## src/rtl/openadc_pkg.sv

```systemverilog
package openadc_pkg;

   // host bus geometry
   localparam int BYTECNT_W = 7;

   // register widths in bits
   localparam int GAIN_W       = 8;
   localparam int SETTINGS_W   = 8;
   localparam int ECHO_W       = 64;
   localparam int SAMPLES_W    = 32;
   localparam int PRESAMPLES_W = 15;
   localparam int OFFSET_W     = 32;
   localparam int DECIMATE_W   = 13;
   localparam int TRIG_LEVEL_W = 12;

   localparam int INTERVAL_WIDTH = 32;   // one trigger-to-trigger distance

   // register map
   localparam logic [7:0] GAIN_ADDR              = 8'd0;
   localparam logic [7:0] SETTINGS_ADDR          = 8'd1;
   localparam logic [7:0] STATUS_ADDR            = 8'd2;
   localparam logic [7:0] ECHO_ADDR              = 8'd4;
   localparam logic [7:0] DECIMATE_ADDR          = 8'd15;
   localparam logic [7:0] SAMPLES_ADDR           = 8'd16;
   localparam logic [7:0] PRESAMPLES_ADDR        = 8'd17;
   localparam logic [7:0] OFFSET_ADDR            = 8'd26;
   localparam logic [7:0] TRIG_LEVEL_ADDR        = 8'd36;
   localparam logic [7:0] NUM_TRIGGERS_DATA_ADDR = 8'd42;
   localparam logic [7:0] NUM_TRIGGERS_STAT_ADDR = 8'd43;

   // rising-edge trigger, trigger wait on
   localparam logic [SETTINGS_W-1:0] SETTINGS_DEFAULT = 8'h24;

   // settings register bits
   localparam int SET_SOFT_RESET_BIT = 0;   // self-clearing
   localparam int SET_TRIG_MODE_BIT  = 2;
   localparam int SET_ARM_BIT        = 3;
   localparam int SET_STREAM_BIT     = 4;
   localparam int SET_WAIT_BIT       = 5;
   localparam int SET_NOW_BIT        = 6;

   typedef logic [INTERVAL_WIDTH-1:0] interval_t;

   typedef struct packed {
      logic [7:0]           address;
      logic [BYTECNT_W-1:0] bytecnt;   // byte lane of a wide register
      logic [7:0]           wdata;
      logic                 read;      // single-cycle strobe
      logic                 write;     // single-cycle strobe
   } reg_bus_t;

   // configuration handed to the capture logic
   typedef struct packed {
      logic [GAIN_W-1:0]       gain;
      logic                    trigger_mode;
      logic                    fifo_stream;
      logic                    trigger_wait;
      logic                    trigger_now;
      logic [TRIG_LEVEL_W-1:0] trigger_level;
      logic [OFFSET_W-1:0]     trigger_offset;
      logic [SAMPLES_W-1:0]    samples;
      logic [PRESAMPLES_W-1:0] presamples;
      logic [DECIMATE_W-1:0]   downsample;
   } capture_cfg_t;

endpackage

```

## src/rtl/adc_reg_ctrl.sv

```systemverilog
`timescale 1ns/1ps

module adc_reg_ctrl import openadc_pkg::*; (
   input  logic         adc_sampleclk,
   input  logic         reset_i,        // combined hard and soft reset
   input  reg_bus_t     reg_bus_i,
   input  logic [7:0]   status_i,
   input  interval_t    fifo_head_i,
   input  logic         fifo_empty_i,
   input  logic         overflow_i,
   input  logic         underflow_i,
   output logic [7:0]   reg_data_o,
   output capture_cfg_t cfg_o,
   output logic         arm_req_o,
   output logic         soft_reset_o,
   output logic         fifo_pop_o,
   output logic         flag_clear_o
);

   logic [GAIN_W-1:0]       gain_q;
   logic [SETTINGS_W-1:0]   settings_q;
   logic [ECHO_W-1:0]       echo_q;
   logic [SAMPLES_W-1:0]    samples_q;
   logic [PRESAMPLES_W-1:0] presamples_q;
   logic [OFFSET_W-1:0]     offset_q;
   logic [DECIMATE_W-1:0]   decimate_q;
   logic [TRIG_LEVEL_W-1:0] trig_level_q;
   logic                    fifo_pop_q;
   logic                    flag_clear_q;
   logic [7:0]              fifo_status;
   logic [BYTECNT_W-1:0]    lane;

   assign lane = reg_bus_i.bytecnt;

   // drop one byte into a register image, lanes past 7 are ignored
   function automatic logic [63:0] byte_merge(input logic [63:0]          cur,
                                              input logic [BYTECNT_W-1:0] idx,
                                              input logic [7:0]           data);
      logic [63:0] res;
      res = cur;
      if (idx[BYTECNT_W-1:3] == '0)
         res[{idx[2:0], 3'b000} +: 8] = data;
      return res;
   endfunction

   function automatic logic [7:0] byte_pick(input logic [63:0]          cur,
                                            input logic [BYTECNT_W-1:0] idx);
      logic [7:0] res;
      res = 8'h00;
      if (idx[BYTECNT_W-1:3] == '0)
         res = cur[{idx[2:0], 3'b000} +: 8];
      return res;
   endfunction

   // truncation on the way back drops bytes beyond each register's width
   always_ff @(posedge adc_sampleclk) begin
      if (reset_i) begin
         gain_q       <= '0;
         settings_q   <= SETTINGS_DEFAULT;
         echo_q       <= '0;
         samples_q    <= '0;
         presamples_q <= '0;
         offset_q     <= '0;
         decimate_q   <= '0;
         trig_level_q <= '0;
         fifo_pop_q   <= 1'b0;
         flag_clear_q <= 1'b0;
      end else begin
         fifo_pop_q   <= reg_bus_i.write && (reg_bus_i.address == NUM_TRIGGERS_DATA_ADDR);
         flag_clear_q <= reg_bus_i.write && (reg_bus_i.address == NUM_TRIGGERS_STAT_ADDR);
         if (reg_bus_i.write) begin
            case (reg_bus_i.address)
               GAIN_ADDR:
                  gain_q <= GAIN_W'(byte_merge(64'(gain_q), lane, reg_bus_i.wdata));
               SETTINGS_ADDR:
                  settings_q <= SETTINGS_W'(byte_merge(64'(settings_q), lane,
                                                       reg_bus_i.wdata));
               ECHO_ADDR:
                  echo_q <= byte_merge(echo_q, lane, reg_bus_i.wdata);
               SAMPLES_ADDR:
                  samples_q <= SAMPLES_W'(byte_merge(64'(samples_q), lane, reg_bus_i.wdata));
               PRESAMPLES_ADDR:
                  presamples_q <= PRESAMPLES_W'(byte_merge(64'(presamples_q), lane,
                                                           reg_bus_i.wdata));
               OFFSET_ADDR:
                  offset_q <= OFFSET_W'(byte_merge(64'(offset_q), lane, reg_bus_i.wdata));
               DECIMATE_ADDR:
                  decimate_q <= DECIMATE_W'(byte_merge(64'(decimate_q), lane,
                                                       reg_bus_i.wdata));
               TRIG_LEVEL_ADDR:
                  trig_level_q <= TRIG_LEVEL_W'(byte_merge(64'(trig_level_q), lane,
                                                           reg_bus_i.wdata));
               default: ;   // read-only or unmapped
            endcase
         end
      end
   end

   assign fifo_status = {5'b0, underflow_i, overflow_i, fifo_empty_i};

   // readback, combinational and zero outside a read
   always_comb begin
      reg_data_o = 8'h00;
      if (reg_bus_i.read) begin
         case (reg_bus_i.address)
            GAIN_ADDR:       reg_data_o = byte_pick(64'(gain_q), lane);
            SETTINGS_ADDR:   reg_data_o = byte_pick(64'(settings_q), lane);
            STATUS_ADDR:     reg_data_o = byte_pick(64'(status_i), lane);
            ECHO_ADDR:       reg_data_o = byte_pick(echo_q, lane);
            SAMPLES_ADDR:    reg_data_o = byte_pick(64'(samples_q), lane);
            PRESAMPLES_ADDR: reg_data_o = byte_pick(64'(presamples_q), lane);
            OFFSET_ADDR:     reg_data_o = byte_pick(64'(offset_q), lane);
            DECIMATE_ADDR:   reg_data_o = byte_pick(64'(decimate_q), lane);
            TRIG_LEVEL_ADDR: reg_data_o = byte_pick(64'(trig_level_q), lane);
            NUM_TRIGGERS_DATA_ADDR:
               if (!fifo_empty_i)
                  reg_data_o = byte_pick(64'(fifo_head_i), lane);
            NUM_TRIGGERS_STAT_ADDR: reg_data_o = byte_pick(64'(fifo_status), lane);
            default:         reg_data_o = 8'h00;
         endcase
      end
   end

   always_comb begin
      cfg_o.gain           = gain_q;
      cfg_o.trigger_mode   = settings_q[SET_TRIG_MODE_BIT];
      cfg_o.fifo_stream    = settings_q[SET_STREAM_BIT];
      cfg_o.trigger_wait   = settings_q[SET_WAIT_BIT];
      cfg_o.trigger_now    = settings_q[SET_NOW_BIT];
      cfg_o.trigger_level  = trig_level_q;
      cfg_o.trigger_offset = offset_q;
      cfg_o.samples        = samples_q;
      cfg_o.presamples     = presamples_q;
      cfg_o.downsample     = decimate_q;
   end

   assign arm_req_o    = settings_q[SET_ARM_BIT];
   assign soft_reset_o = settings_q[SET_SOFT_RESET_BIT];   // clears itself via reset_i
   assign fifo_pop_o   = fifo_pop_q;
   assign flag_clear_o = flag_clear_q;

   // host never issues read and write in the same cycle
   a_rd_wr_exclusive: assert property (@(posedge adc_sampleclk) disable iff (reset_i)
      !(reg_bus_i.read && reg_bus_i.write));

endmodule

```

## src/rtl/arm_pipeline.sv

```systemverilog
`timescale 1ns/1ps

module arm_pipeline import openadc_pkg::*; #(
   parameter int ARM_STAGES = 4
) (
   input  logic adc_sampleclk,
   input  logic reset_i,
   input  logic arm_req_i,
   output logic cmd_arm_o,
   output logic arm_rise_o
);

   logic [ARM_STAGES-1:0] arm_q;
   logic                  cmd_arm_q;   // last stage, one cycle late

   always_ff @(posedge adc_sampleclk) begin
      if (reset_i) begin
         arm_q     <= '0;
         cmd_arm_q <= 1'b0;
      end else begin
         arm_q     <= {arm_q[ARM_STAGES-2:0], arm_req_i};
         cmd_arm_q <= arm_q[ARM_STAGES-1];
      end
   end

   assign cmd_arm_o = arm_q[ARM_STAGES-1];

   // one cycle high as the ADC-side arm goes up
   assign arm_rise_o = arm_q[ARM_STAGES-1] & ~cmd_arm_q;

endmodule

```

## src/rtl/trigger_interval_counter.sv

```systemverilog
`timescale 1ns/1ps

module trigger_interval_counter import openadc_pkg::*; (
   input  logic      adc_sampleclk,
   input  logic      reset_i,
   input  logic      trigger_event_i,
   input  logic      arm_rise_i,
   input  logic      flag_clear_i,
   input  logic      fifo_pop_i,
   input  logic      fifo_full_i,
   input  logic      fifo_empty_i,
   output logic      push_o,
   output interval_t push_data_o,
   output logic      overflow_o,
   output logic      underflow_o
);

   logic      trig_q;
   logic      trig_edge;
   logic      take;          // edge that fits in the FIFO
   interval_t count_q;
   interval_t push_data_q;
   logic      push_q;
   logic      overflow_q;
   logic      underflow_q;

   assign trig_edge = trigger_event_i & ~trig_q;
   assign take      = trig_edge & ~fifo_full_i;

   always_ff @(posedge adc_sampleclk) begin
      if (reset_i) begin
         trig_q      <= 1'b0;
         count_q     <= interval_t'(1);   // keeps the first interval nonzero
         push_q      <= 1'b0;
         overflow_q  <= 1'b0;
         underflow_q <= 1'b0;
      end else begin
         trig_q <= trigger_event_i;
         push_q <= take;
         if (take)
            count_q <= interval_t'(1);
         else if (count_q != '1)
            count_q <= count_q + 1'b1;   // saturate at all ones

         // clear wins over a set in the same cycle
         if (flag_clear_i || arm_rise_i) begin
            overflow_q  <= 1'b0;
            underflow_q <= 1'b0;
         end else begin
            if (trig_edge && fifo_full_i)
               overflow_q <= 1'b1;
            if (fifo_pop_i && fifo_empty_i)
               underflow_q <= 1'b1;
         end
      end
   end

   always_ff @(posedge adc_sampleclk) begin
      if (take)
         push_data_q <= count_q;
   end

   assign push_o      = push_q;
   assign push_data_o = push_data_q;
   assign overflow_o  = overflow_q;
   assign underflow_o = underflow_q;

   // full is sampled one cycle ahead of the push, edges are never back to back
   a_no_push_when_full: assert property (@(posedge adc_sampleclk) disable iff (reset_i)
      push_o |-> !fifo_full_i);

endmodule

```

## src/rtl/interval_fifo.sv

```systemverilog
`timescale 1ns/1ps

module interval_fifo import openadc_pkg::*; #(
   parameter int FIFO_DEPTH = 16
) (
   input  logic      adc_sampleclk,
   input  logic      reset_i,
   input  logic      flush_i,
   input  logic      push_i,
   input  interval_t push_data_i,
   input  logic      pop_i,
   output interval_t head_o,
   output logic      full_o,
   output logic      empty_o
);

   localparam int AW = $clog2(FIFO_DEPTH);
   localparam logic [AW:0] FULL_LEVEL = 1'b1 << AW;

   interval_t   mem [FIFO_DEPTH];
   logic [AW:0] wr_ptr_q;   // extra msb tells full from empty
   logic [AW:0] rd_ptr_q;
   logic [AW:0] level;
   logic        wr_en;
   logic        rd_en;

   assign level   = wr_ptr_q - rd_ptr_q;
   assign full_o  = (level == FULL_LEVEL);
   assign empty_o = (level == '0);

   // flush beats both, pop on empty is dropped
   assign wr_en = push_i & ~full_o & ~flush_i;
   assign rd_en = pop_i & ~empty_o & ~flush_i;

   always_ff @(posedge adc_sampleclk) begin
      if (reset_i || flush_i) begin
         wr_ptr_q <= '0;
         rd_ptr_q <= '0;
      end else begin
         if (wr_en)
            wr_ptr_q <= wr_ptr_q + 1'b1;
         if (rd_en)
            rd_ptr_q <= rd_ptr_q + 1'b1;
      end
   end

   always_ff @(posedge adc_sampleclk) begin
      if (wr_en)
         mem[wr_ptr_q[AW-1:0]] <= push_data_i;
   end

   // show-ahead, oldest entry always on the output
   assign head_o = mem[rd_ptr_q[AW-1:0]];

   a_level_in_range: assert property (@(posedge adc_sampleclk) disable iff (reset_i)
      level <= FULL_LEVEL);

endmodule

```

## src/rtl/openadc_reg_top.sv

```systemverilog
`timescale 1ns/1ps

module openadc_reg_top import openadc_pkg::*; #(
   parameter int FIFO_DEPTH = 16,   // power of two
   parameter int ARM_STAGES = 4     // at least 2
) (
   input  logic         adc_sampleclk,
   input  logic         reset,
   input  reg_bus_t     reg_bus_i,
   input  logic [7:0]   status_i,
   input  logic         trigger_event_i,
   output logic [7:0]   reg_data_o,
   output capture_cfg_t cfg_o,
   output logic         cmd_arm_o,
   output logic         reset_o
);

   logic      rst_all;
   logic      soft_reset;
   logic      arm_req;
   logic      arm_rise;
   logic      fifo_pop;
   logic      flag_clear;
   logic      push;
   interval_t push_data;
   interval_t fifo_head;
   logic      fifo_full;
   logic      fifo_empty;
   logic      overflow;
   logic      underflow;

   // soft reset bit takes the whole block down for one cycle
   assign rst_all = reset | soft_reset;
   assign reset_o = rst_all;

   adc_reg_ctrl ctrl_i (
      .adc_sampleclk (adc_sampleclk),
      .reset_i       (rst_all),
      .reg_bus_i     (reg_bus_i),
      .status_i      (status_i),
      .fifo_head_i   (fifo_head),
      .fifo_empty_i  (fifo_empty),
      .overflow_i    (overflow),
      .underflow_i   (underflow),
      .reg_data_o    (reg_data_o),
      .cfg_o         (cfg_o),
      .arm_req_o     (arm_req),
      .soft_reset_o  (soft_reset),
      .fifo_pop_o    (fifo_pop),
      .flag_clear_o  (flag_clear)
   );

   arm_pipeline #(.ARM_STAGES(ARM_STAGES)) arm_i (
      .adc_sampleclk (adc_sampleclk),
      .reset_i       (rst_all),
      .arm_req_i     (arm_req),
      .cmd_arm_o     (cmd_arm_o),
      .arm_rise_o    (arm_rise)
   );

   trigger_interval_counter counter_i (
      .adc_sampleclk   (adc_sampleclk),
      .reset_i         (rst_all),
      .trigger_event_i (trigger_event_i),
      .arm_rise_i      (arm_rise),
      .flag_clear_i    (flag_clear),
      .fifo_pop_i      (fifo_pop),
      .fifo_full_i     (fifo_full),
      .fifo_empty_i    (fifo_empty),
      .push_o          (push),
      .push_data_o     (push_data),
      .overflow_o      (overflow),
      .underflow_o     (underflow)
   );

   interval_fifo #(.FIFO_DEPTH(FIFO_DEPTH)) fifo_i (
      .adc_sampleclk (adc_sampleclk),
      .reset_i       (rst_all),
      .flush_i       (arm_rise),   // emptied on every new arm
      .push_i        (push),
      .push_data_i   (push_data),
      .pop_i         (fifo_pop),
      .head_o        (fifo_head),
      .full_o        (fifo_full),
      .empty_o       (fifo_empty)
   );

endmodule

```

## config.mk

```make
export PLATFORM = sky130hd
export DESIGN_NAME = openadc_reg_top
export DESIGN_NICKNAME = d
export VERILOG_FILES = /design/src/rtl/openadc_pkg.sv /design/src/rtl/adc_reg_ctrl.sv /design/src/rtl/arm_pipeline.sv /design/src/rtl/trigger_interval_counter.sv /design/src/rtl/interval_fifo.sv /design/src/rtl/openadc_reg_top.sv
export SDC_FILE = /design/constraint.sdc
export NUM_CORES = 1
export LEC_CHECK = 0
export BUFFER_PORTS_ARGS = -buffer_cell sky130_fd_sc_hd__buf_2
export CORE_ASPECT_RATIO = 1.25
export CORE_UTILIZATION = 30
export DETAILED_ROUTE_END_ITERATION = 10
export PLACE_DENSITY = 0.54
export REMOVE_ABC_BUFFERS = 1
export SYNTH_ARGS = -nofsm -noshare
export SYNTH_HDL_FRONTEND = slang
export SYNTH_SLANG_ARGS = --single-unit
```

## constraint.sdc

```tcl
create_clock -name adc_sampleclk -period 4.67 [get_ports adc_sampleclk]
set_clock_uncertainty 0.15 [all_clocks]
set_input_delay 0.7005 -clock adc_sampleclk [delete_from_list [all_inputs] [get_ports adc_sampleclk]]
set_output_delay 0.7005 -clock adc_sampleclk [all_outputs]
set_load 0.01 [all_outputs]
```

==> results.md, run 1 <==
- STA classifies the critical path startpoint as a flop.
- The number of global-route vias before repair is 20100.
- The class of the most critical hold timing path is input port to flop.
- For this design the ratio of total power to cell area is 382 mW/mm^2.
- Clock-pin slew was measured on the worst setup and hold paths at 60 ps.
- The data required time of the critical path is 3820 ps.
- In this run, synthesis inferred 544 flip-flops with an integrated enable.
- The floorplan step defined a die boundary enclosing 0.107 sq mm.
- The number of unique standard cell types used by synthesis is 65.
- The mean post-synth cell area is 14.6 sq um.
- The number of warnings issued by yosys is 0.
- Once layout is done, the placed cells without fillers occupy 0.0377 sq mm.
- The worst setup path is captured at an output pin.
- The worst relative slew slack is 0.344.
- For this configuration, the core starts out at a cell density of 0.303.
- The largest voltage drop on the vdd net is 0.245 mV.
- 162 I/O pins were placed.
- From bottom edge to top edge, the die measures 366 microns.
- The overall routing resource usage is 0.165.
- The total count of hold-check failures in the final report was 0.
- The final period demand of the worst path is 4580 ps.
- The biggest area contributor in the post-synthesis netlist is sky130_fd_sc_hd__edfxtp_1.
- The maximum buffer depth of the clock tree is 3.
- The post-detailed-route count of antenna-violating nets is 0.
- The filler cells instantiated in the layout total 10000.
- At the end of the flow, the number of nets in the layout was 2449.
- The run finished with clean final reports.
- Once placement finished, the instance area stood at 0.0350 sq mm.
- The post-route setup TNS is 0 ps.
- The x dimension of the die is 293 microns.
- The maximum achievable frequency is 0.218 GHz.
- The maximum fanout encountered on the critical timing path is 8.
- The total overflow left after global routing is 0.
- Hold is met by 183 ps.
- Setup repair after global routing could not meet its margin everywhere.
- The remaining routing DRC violations is 0.
- The total standard cell area after synthesis is 0.0318 sq mm.
- TritonCTS built the clock tree.
- The type of the worst setup path is flop to output pin.
- The layout-stage area growth over the synthesis result is 18.5%.
- Sorting the synthesized cells by how often they occur yields sky130_fd_sc_hd__edfxtp_1 (544), sky130_fd_sc_hd__dfxtp_1 (241), sky130_fd_sc_hd__nor2_1 (237).
- Dividing the detail-routed wire length by the instance count gives 23.2 microns.
- Setup violations remaining at the end of the flow were counted as 0.
- The number of instances in the synthesized netlist is 2178.
- For this run, the register share of the synthesized area comes to 0.665.
- The total number of clock tree sinks is 785.
- The via total after detailed routing is 19900.
- The count of inserted antenna diode cells is 0.
- After detailed routing, the number of vias per cell comes to 5.13.
- At the worst endpoint, the arrival time is 3730 ps.
- The HPWL after detailed placement is 58200 microns.
- Synthesis inferred 785 register bits.
- Summed over all layers, the routed wires come to 90100 microns.
- The share of synthesized area in the top cell type comes to 0.513.
- At the end of routability-driven placement, the weighted congestion stood at 0.897.
- In the post-synthesis netlist, the cell with the most instances is sky130_fd_sc_hd__edfxtp_1.
- Counting flops with an async set or reset pin after synthesis yields a share of 0.
- The global-route wire length before repair is 133000 microns.
- The floorplan core area is 0.105 sq mm.
- The level count of the clock H-tree is 3.
- The number of antenna violations at the first check in global routing came to 1.
- For the pin with the worst max-slew slack, the measured transition is 978 ps.
- The post-route fraction of the period consumed by the critical path is 0.982.
- Across the run, the number of max-cap violations was 0.
- Before antenna repair, the detailed router went through 8 iterations.
- The post-place setup slack is 289 ps.
- The first routing iteration left 1653 violations.
- The clock latency on the worst-skew pair is 650 ps.
- The cell at the root of the clock tree is sky130_fd_sc_hd__clkbuf_16.
- Entering global routing, the biggest net connects 158 pins.
- In the post-route analysis, the smallest setup slack over all paths is 86.0 ps.
- For this run, the leading register cell type out of synthesis is sky130_fd_sc_hd__edfxtp_1.
- The number of buffers inserted during clock tree synthesis is 83.
- The final number of max-transition violations is 0.
- In the post-synthesis netlist, the biggest area contributors are sky130_fd_sc_hd__edfxtp_1 (51%), sky130_fd_sc_hd__dfxtp_1 (15%), sky130_fd_sc_hd__mux4_2 (9.3%), sky130_fd_sc_hd__mux2i_1 (6.4%), sky130_fd_sc_hd__nor2_1 (2.8%).
- The fraction of layout instances using a drive strength above 1 is 0.233.
- The design draws 14.4 mW.
- Summed over all cells, the static leakage comes to 12.2 nW.
- The number of placement rows is 133.
- During placement, the flow inserted port buffers numbering 161.
area by class of cell:
cell class | instances | area [sq um] | share of cell area
clock buffers | 114 | 2310 | 0.0613
clock inverters | 37 | 364 | 0.00966
inverters | 20 | 80.1 | 0.00212
multi-input cells | 1243 | 10200 | 0.270
flip-flops and latches | 785 | 21200 | 0.562
well taps | 1417 | 1770 | 0.0470
repair buffers | 265 | 1820 | 0.0483
final timing paths:
check	start	endpoint	cells past startpoint	slack [ps]
setup / recovery	fifo_i.rd_ptr_q[1]	reg_data_o[0]	10	90
hold / removal	reg_bus_i[0]	ctrl_i.fifo_pop_o	3	180
setup reg to reg	fifo_i.rd_ptr_q[1]	fifo_i.mem[10][17]	9	530
hold reg to reg	ctrl_i.flag_clear_o	counter_i.underflow_o	1	270
critical path, stage by stage (launching register included):
cell and delay, ps:
sky130_fd_sc_hd__dfxtp_1 350, sky130_fd_sc_hd__inv_1 80, sky130_fd_sc_hd__ha_1 350, sky130_fd_sc_hd__nor2b_1 200, sky130_fd_sc_hd__o21ai_0 240, sky130_fd_sc_hd__nor3b_2 320
sky130_fd_sc_hd__a21oi_1 150, sky130_fd_sc_hd__or4_1 420, sky130_fd_sc_hd__buf_4 220, sky130_fd_sc_hd__o32ai_1 540, sky130_fd_sc_hd__buf_2 230
metrics by stage:
stage,utilization,cells
after floorplan,-,2048
after global placement,0.333,3729
after detailed placement,0.333,3729
after CTS,0.358,3880
after global routing,0.359,3881
final,0.359,3881
per-layer routing:
| layer | part of all wire | up-vias | track usage | wire length (microns) |
|---|---|---|---|---|
| li1 | - | 8780 | - | - |
| met1 | 0.42 | 10300 | 0.214 | 37900 |
| met2 | 0.49 | 680 | 0.280 | 44300 |
| met3 | 0.055 | 162 | 0.0220 | 4920 |
| met4 | 0.034 | 0 | 0.0632 | 3070 |
| met5 | 0 | - | 0 | 0 |
flip-flops by register name (all words and copies together) (netlist names), 4 cells and up, named ones only:
name	count
ctrl_i.settings_q	8
counter_i.push_data_o	32
ctrl_i.trig_level_q	12
fifo_i.mem	512
fifo_i.wr_ptr_q	5
ctrl_i.echo_q	64
ctrl_i.decimate_q	13
ctrl_i.samples_q	32
counter_i.count_q	32
ctrl_i.offset_q	32
ctrl_i.presamples_q	15
fifo_i.rd_ptr_q	5
arm_i.arm_q	4
ctrl_i.gain_q	8
cell usage in the layout, fill, tap and decap left out, types with 9 or more instances in the layout:
cell,instances
sky130_fd_sc_hd__edfxtp_1,544
sky130_fd_sc_hd__dfxtp_1,236
sky130_fd_sc_hd__nor2_1,225
sky130_fd_sc_hd__mux2i_1,204
sky130_fd_sc_hd__buf_2,160
sky130_fd_sc_hd__mux4_2,131
sky130_fd_sc_hd__nand2_1,121
sky130_fd_sc_hd__a21oi_1,91
sky130_fd_sc_hd__buf_4,87
sky130_fd_sc_hd__clkbuf_16,84
sky130_fd_sc_hd__o21ai_0,52
sky130_fd_sc_hd__nand3_1,49
sky130_fd_sc_hd__and2_1,40
sky130_fd_sc_hd__a22oi_1,27
sky130_fd_sc_hd__nor3_1,20
sky130_fd_sc_hd__o22ai_1,20
sky130_fd_sc_hd__xnor2_1,20
sky130_fd_sc_hd__clkbuf_1,19
sky130_fd_sc_hd__inv_1,17
sky130_fd_sc_hd__buf_12,17
sky130_fd_sc_hd__mux2_2,16
sky130_fd_sc_hd__and3_1,16
sky130_fd_sc_hd__xor2_1,16
sky130_fd_sc_hd__a211oi_1,15
sky130_fd_sc_hd__ha_1,15
sky130_fd_sc_hd__clkinv_2,14
sky130_fd_sc_hd__nor2b_1,13
sky130_fd_sc_hd__nor2_4,12
sky130_fd_sc_hd__a31oi_1,11
sky130_fd_sc_hd__clkinv_1,10
sky130_fd_sc_hd__a221oi_1,10
sky130_fd_sc_hd__nand2b_1,9
sky130_fd_sc_hd__clkbuf_8,9
power breakdown:
group / switching, mW / internal [mW]
logic: 0.259 / 0.110
clock network: 2.77 / 3.71
registers: 0.0696 / 7.47
total: 3.10 / 11.3
cells by family after synthesis:
family	share of synthesized area
AOI/OAI and AO/OA	0.0536
xor gates and xnor gates	0.00991
adders and majority gates	0.00621
buffers and inverters	0.0188
DFF	0.665
muxes	0.163
and+or+nand+nor	0.0840
what timing repair did:
| action | CTS | global route |
|---|---|---|
| resized for setup | 2 | 1 |
| buffers inserted | 0 | 1 |
| hold buffers | 0 | 0 |
| endpoints found under the setup margin | 6 | 4 |
Note: power is estimated with default switching activity, not from simulation.
==> inputs of run 2 (changes only) <==
--- a/config.mk
+++ b/config.mk
@@ -7,6 +7,7 @@
 export LEC_CHECK = 0
 export BUFFER_PORTS_ARGS = -buffer_cell sky130_fd_sc_hd__buf_2
 export CORE_ASPECT_RATIO = 1.25
+export CORE_MARGIN = 2
 export CORE_UTILIZATION = 30
 export DETAILED_ROUTE_END_ITERATION = 10
 export PLACE_DENSITY = 0.54
==> results.md, run 2 (same netlist as run 1, synthesis figures left out) <==
- The global-route wire length before repair is 136000 microns (+1.9%).
- The class of the most critical hold timing path is input port to flop.
- The number of standard cells in the layout, taps in and fillers out was 3886 (+0.13%).
- The vertical extent of the die is 368 microns (+0.55%).
- The critical path endpoint category is an output pin.
- The total overflow reported by the global router came to 0 (unchanged).
- The overall routing resource usage was 0.168 (+0.00253).
- The worst setup path is launched from a flop.
- Leaving out fill and tap cells, the most frequent cells in the layout are sky130_fd_sc_hd__edfxtp_1 (544), sky130_fd_sc_hd__dfxtp_1 (236), sky130_fd_sc_hd__nor2_1 (225), sky130_fd_sc_hd__mux2i_1 (204), sky130_fd_sc_hd__buf_2 (160).
- The maximum fanout encountered on the critical timing path came to 55 (+47).
- The number of port buffers is 161 (unchanged).
- The cell count of the worst reg-to-reg path is 9 (unchanged).
- The routed wirelength normalized by instance count is 23.6 microns (+1.8%).
- The worst relative slew slack is 0.213 (-0.131).
- The routability congestion estimate is 0.898 (+0.12%).
- The count of pins on the block boundary is 162 (unchanged).
- The maximum buffer depth of the clock tree was 3 (unchanged).
- The type of the worst setup path is flop to output pin.
- The post-detailed-route count of antenna-violating nets is 0 (unchanged).
- The maximum achievable frequency was 0.221 GHz (+1.2%).
- The arrival time of data at the critical path endpoint is 3680 ps (-50 ps).
- The clock latency on the worst-skew pair is 630 ps (-20 ps).
- The violation count after the first detailed-routing iteration was 1739 (+5.2%).
- The total of max-cap violations is 0 (unchanged).
- The routed wire length is 91900 microns (+2.0%).
- The floorplan core area is 0.105 sq mm (unchanged).
- The final number of setup-violating endpoints is 0 (unchanged).
- The post-route fraction of the period consumed by the critical path is 0.970 (-0.0118).
- The data required time of the critical path is 3820 ps (about the same).
- The half-perimeter wire length of the detailed placement result came to 59700 microns (+2.6%).
- The area of the die was 0.109 sq mm (+1.2%).
- The number of antenna violations at the first check in global routing was 5 (+4).
- The fraction of layout instances using a drive strength above 1 is 0.235 (+0.00205).
- The hold-critical path depth is 3 (unchanged).
- The power per cell area came to 377 mW/mm^2 (-1.1%).
- The number of global-route vias before repair is 20200 (+0.88%).
- The layout-stage area growth over the synthesis result was 18.6% (about the same).
- The total count of hold-check failures in the final report came to 0 (unchanged).
- The clock transition at the registers of the reported paths was 60 ps (about the same).
- TritonCTS built the clock tree.
- The run finished with clean final reports.
- The number of buffers added to fix hold violations after cts is 0 (unchanged).
- The pin count of the biggest net entering global routing is 154 (-2.5%).
- The count of nets after finishing is 2456 (+0.29%).
- Setup repair after global routing could not meet its margin everywhere.
- The number of placement rows is 133 (unchanged).
- The slew at the pin closest to its max-slew limit is 1170 ps (+195 ps).
- The root buffer cell chosen for the clock tree is sky130_fd_sc_hd__clkbuf_16.
- The final number of max-transition violations is 0 (unchanged).
- The via total after detailed routing is 19800 (-0.67%).
- The worst hold slack is 175 ps (-8.75 ps).
- The remaining routing DRC violations is 0 (unchanged).
- The final period demand of the worst path is 4530 ps (-55.3 ps).
- The via density per instance is 5.09 (-0.80%).
- The initial core utilization is 0.303 (unchanged).
- The launch instance of the worst min-delay path is reg_bus_i[0].
- The flip-flop count of the largest register after layout is 512 (unchanged).
- The detailed-routing iteration count for the pre-antenna-repair pass was 5 (-3).
- The setup slack on the worst flop-to-flop path was 480 ps (-50 ps).
- The most frequent standard cell in the layout excluding fill and tap cells is sky130_fd_sc_hd__edfxtp_1.
- The final core area utilization is 0.359 (about the same).
- The total instance count after detailed placement came to 3737 (+0.21%).
- The leakage dissipation is 12.1 nW (about the same).
- The number of buffers inserted during clock tree synthesis is 81 (-2.4%).
- The x dimension of the die was 295 microns (+0.68%).
- The level count of the clock H-tree is 3 (unchanged).
- The sink of the worst hold path is ctrl_i.fifo_pop_o.
- The endpoint identified for the worst register-to-register timing path is fifo_i.mem[7][3].
- The largest voltage drop on the vdd net is 0.223 mV (-9.2%).
- The worst register-to-register path begins at fifo_i.rd_ptr_q[1].
- The total number of clock tree sinks was 785 (unchanged).
[run 2: cell types whose count changed in the layout (fill, tap and decap cells not counted), moves of 5 or more]
cell	previous run	this run
sky130_fd_sc_hd__clkinv_1	10	17
sky130_fd_sc_hd__buf_4	87	93
sky130_fd_sc_hd__clkbuf_1	19	13
sky130_fd_sc_hd__clkinv_2	14	9
[run 2: worst max-delay path by stage]
stage / end / cells after the start / slack, ps
3_5_place_dp: reg_data_o[7] / 11 / 180
3_3_place_gp: reg_data_o[7] / 11 / 220
6_report: reg_data_o[4] / 8 / 140
2_1_floorplan: reg_data_o[1] / 6 / -3140
5_1_grt: reg_data_o[4] / 8 / -30
4_1_cts: reg_data_o[4] / 8 / 2
[run 2: routing by layer]
metal  wire length [microns]  GRT usage  vias up
li1                        -          -     8782
met1                   37800      0.212    10200
met2                   46300      0.293      673
met3                    4860     0.0212      141
met4                    2870     0.0620        0
met5                       0          0        -
[run 2: where the power goes]
part           internal (mW)  total, mW  leakage [nW]  switching, mW
sequential              7.47       7.54          6.90         0.0710
clock                   3.61       6.32          1.25           2.71
combinational          0.118      0.386          3.99          0.268
[run 2: timing repair]
item,CTS,global route
pin swaps,0,1
setup endpoints to repair,5,6
hold endpoints to repair,0,0
gates resized for setup,3,5
buffers inserted,0,2
cloned,0,0
[run 2: area by class of cell]
class                           count  area [sq um]
Fill cell                       10100         67400
Sequential cell                   785         21200
Multi-Input combinational cell   1243         10200
Clock buffer                      102          2190
Timing Repair Buffer              274          1930
Tap cell                         1417          1770
Clock inverter                     44           387
Inverter                           20          80.1
Antenna cell                        1          2.50
[run 2: metrics by stage]
stage               total power, mW  worst slack [ps]  TNS [ps]  instance area (sq um)
floorplan                      7.82             -3140    -65670                  31300
global placement               8.06               216         0                  35100
detailed placement             8.07               175         0                  35100
CTS                            14.4              2.41         0                  37700
global route                   14.7             -25.8     -25.8                  37700
finish                         14.2               141         0                  37700
[run 2: critical path, cell delays in order, from the launching register on]
cell and delay, ps:
sky130_fd_sc_hd__dfxtp_4 620, sky130_fd_sc_hd__buf_16 400, sky130_fd_sc_hd__mux4_2 560, sky130_fd_sc_hd__nor2b_1 140, sky130_fd_sc_hd__a211o_1 290, sky130_fd_sc_hd__a311oi_1 490
sky130_fd_sc_hd__o32ai_1 180, sky130_fd_sc_hd__buf_4 170, sky130_fd_sc_hd__buf_2 130
==> inputs of run 3 (changes only) <==
--- a/config.mk
+++ b/config.mk
@@ -9,6 +9,8 @@
 export CORE_ASPECT_RATIO = 1.25
 export CORE_MARGIN = 2
 export CORE_UTILIZATION = 30
+export CTS_BUF_LIST = sky130_fd_sc_hd__clkbuf_4
+export CTS_CLUSTER_SIZE = 14
 export DETAILED_ROUTE_END_ITERATION = 10
 export PLACE_DENSITY = 0.54
 export REMOVE_ABC_BUFFERS = 1
==> results.md, run 3 (same netlist as run 1, synthesis figures left out) <==
- The flow ran to the end, and the final reports show no timing, DRC or antenna violations.
- The remaining routing DRC violations is 0 (unchanged).
- The critical path is of the flop to output pin type.
- The maximum fanout encountered on the critical timing path is 28 (-49%).
- The worst hold path begins at reg_bus_i[19].
- The x dimension of the die is 295 microns (unchanged).
- The total of max-cap violations was 0 (unchanged).
- The cell at the root of the clock tree is sky130_fd_sc_hd__clkbuf_4.
- The violation count after the first detailed-routing iteration was 1569 (-9.8%).
- The clock transition at the registers of the reported paths is 70 ps (about the same).
- Setup repair after global routing could not meet its margin everywhere.
- The number of antenna violations at the first check in global routing came to 4 (-1).
- On the critical path the largest part of the delay comes from compound AO/OA/AOI/OAI gates.
- The level count of the clock H-tree was 4 (+1).
- The slew at the pin closest to its max-slew limit came to 1010 ps (-165 ps).
- The clock latency on the worst-skew pair is 1040 ps (+410 ps).
- The fraction of layout instances using a drive strength above 1 was 0.302 (+0.0672).
- The total number of clock tree sinks is 785 (unchanged).
- The data required time of the critical path is 3820 ps (about the same).
- Relative to the synthesized area, the layout overhead comes to 19.9%.
- The area of the die is 0.109 sq mm (unchanged).
- The worst relative slew slack came to 0.319 (+0.106).
- The arrival time of data at the critical path endpoint came to 3670 ps (about the same).
- The sort of element at the start of the critical path is a flop.
- The via total after detailed routing is 20500 (+3.7%).
- The overall routing resource usage was 0.172 (+0.00393).
- The total instance count after detailed placement is 3737 (unchanged).
- The number of placement rows is 133 (unchanged).
- The final number of max-transition violations is 0 (unchanged).
- The cell area after layout came to 0.0382 sq mm (+1.1%).
- The final number of setup-violating endpoints was 0 (unchanged).
- The half-perimeter wire length of the detailed placement result came to 59700 microns (unchanged).
- TritonCTS built the clock tree.
- The cell area after placement was 0.0351 sq mm (unchanged).
- The buffering stage count on the worst path with inverters included is 4 (+1).
- The critical path's largest stage delay is 540 ps (-80 ps).
- The total count of hold-check failures in the final report is 0 (unchanged).
- The routability congestion estimate is 0.898 (unchanged).
- Traced cell by cell, the critical path runs through buf_12 -> buf_16 -> mux4_2 -> nor2b_1 -> a211o_1 -> a311oi_4 -> o32ai_4 -> buf_4 -> buf_2.
- STA classifies the critical path endpoint as an output pin.
- The launching point of the worst reg2reg path is fifo_i.rd_ptr_q[1].
- The number of global-route vias before repair is 21300 (+5.3%).
- The number of buffers inserted during clock tree synthesis is 192 (+140%).
- The maximum achievable frequency came to 0.221 GHz (+0.11%).
- The detailed-routing iteration count for the pre-antenna-repair pass is 5 (unchanged).
- The vertical extent of the die is 368 microns (unchanged).
- In the layout the commonest cells are sky130_fd_sc_hd__edfxtp_1 (544), sky130_fd_sc_hd__clkbuf_4 (301), sky130_fd_sc_hd__dfxtp_1 (231), sky130_fd_sc_hd__nor2_1 (222), sky130_fd_sc_hd__mux2i_1 (204).
- The flip-flop count of the largest register after layout is 512 (unchanged).
- The total overflow reported by the global router is 0 (unchanged).
- The final period demand of the worst path is 4520 ps (-5.05 ps).
- The leakage dissipation is 12.6 nW (+3.4%).
- The initial core utilization is 0.303 (unchanged).
- The worst hold path belongs to the class input port to flop.
- The worst hold slack was 142 ps (-32.9 ps).
- The largest individual stage delay along the critical path comes from the cell sky130_fd_sc_hd__mux4_2.
- The most frequent standard cell in the layout excluding fill and tap cells is sky130_fd_sc_hd__edfxtp_1.
- The number of standard cells in the layout, taps in and fillers out was 4099 (+5.5%).
- The pin count of the biggest net entering global routing is 154 (unchanged).
- The floorplan core area came to 0.105 sq mm (unchanged).
- The global-route wire length before repair is 138000 microns (+1.9%).
- The via density per instance is 5.00 (-1.7%).
- The power per cell area is 358 mW/mm^2 (-5.2%).
- The largest voltage drop on the vdd net came to 0.157 mV (-29%).
- The count of pins on the block boundary is 162 (unchanged).
- The maximum buffer depth of the clock tree was 3 (unchanged).
- The post-route fraction of the period consumed by the critical path is 0.969 (-0.00108).
- The routed wire length was 93500 microns (+1.8%).
- The count of nets after finishing is 2589 (+5.4%).
- The post-detailed-route count of antenna-violating nets is 0 (unchanged).
- The routed wirelength normalized by instance count is 22.8 microns (-3.5%).
- The number of port buffers is 161 (unchanged).
-- run 3: changes by cell type in the layout (fill, tap and decap cells not counted), sizes merged --
cell,delta
clkbuf,+199
dlygate4sd3,+15
buf,+6
inv,-5
clkinvlp,-4
diode,+4
bufinv,-2
bufbuf,+1
clkinv,-1
-- run 3: worst paths after layout --
check / slack [ps] / cells after the start / end
hold / removal: 140 / 5 / ctrl_i.settings_q[0]
setup reg to reg: 660 / 9 / fifo_i.mem[7][28]
hold reg to reg: 270 / 1 / arm_i.arm_q[1]
setup / recovery: 150 / 9 / reg_data_o[4]
-- run 3: final cells by class --
class	count	area, sq um
Antenna cell	5	12.5
Clock buffer	301	2260
Clock inverter	32	219
Fill cell	10200	67000
Inverter	20	80.1
Multi-Input combinational cell	1243	10400
Sequential cell	785	21200
Tap cell	1417	1770
Timing Repair Buffer	296	2230
-- run 3: power by group --
part	total [mW]	leakage (nW)	switching, mW	internal, mW
clock network	5.72	1.48	2.66	3.06
logic	0.404	4.16	0.275	0.128
registers	7.53	6.91	0.0711	7.46
total	13.7	12.5	3.00	10.7
-- run 3: stage by stage --
| step | TNS [ps] | setup WS [ps] | utilization | power [mW] |
|---|---|---|---|---|
| 3_3_place_gp | 0 | 216 | 0.334 | 8.06 |
| 3_5_place_dp | 0 | 175 | 0.334 | 8.07 |
| 4_1_cts | -5.63 | -3.10 | 0.362 | 13.8 |
| 2_1_floorplan | -65670 | -3140 | - | 7.82 |
| 6_report | 0 | 146 | 0.363 | 13.7 |
| 5_1_grt | -50.9 | -26.5 | 0.363 | 14.2 |
-- run 3: timing repair --
action	4_1_cts	5_1_grt
hold endpoints to repair	71	0
hold buffers	15	0
gates cloned	2	0
endpoints found under the setup margin	8	8
buffers inserted	6	1
pin swaps	0	3
gates resized for setup	32	20
-- run 3: per-layer routing --
layer	vias to the layer above	global-route usage	routed length [microns]
met5	-	0	0
met4	0	0.0674	3060
met3	164	0.0359	5010
met2	747	0.298	47200
met1	10400	0.207	38300
li1	9182	-	-
-- run 3: tightest hold or removal path, stage by stage --
cell and delay (ps):
sky130_fd_sc_hd__buf_2 170, sky130_fd_sc_hd__nor4b_1 80, sky130_fd_sc_hd__buf_4 160, sky130_fd_sc_hd__nand2_1 100, sky130_fd_sc_hd__nor4_1 60
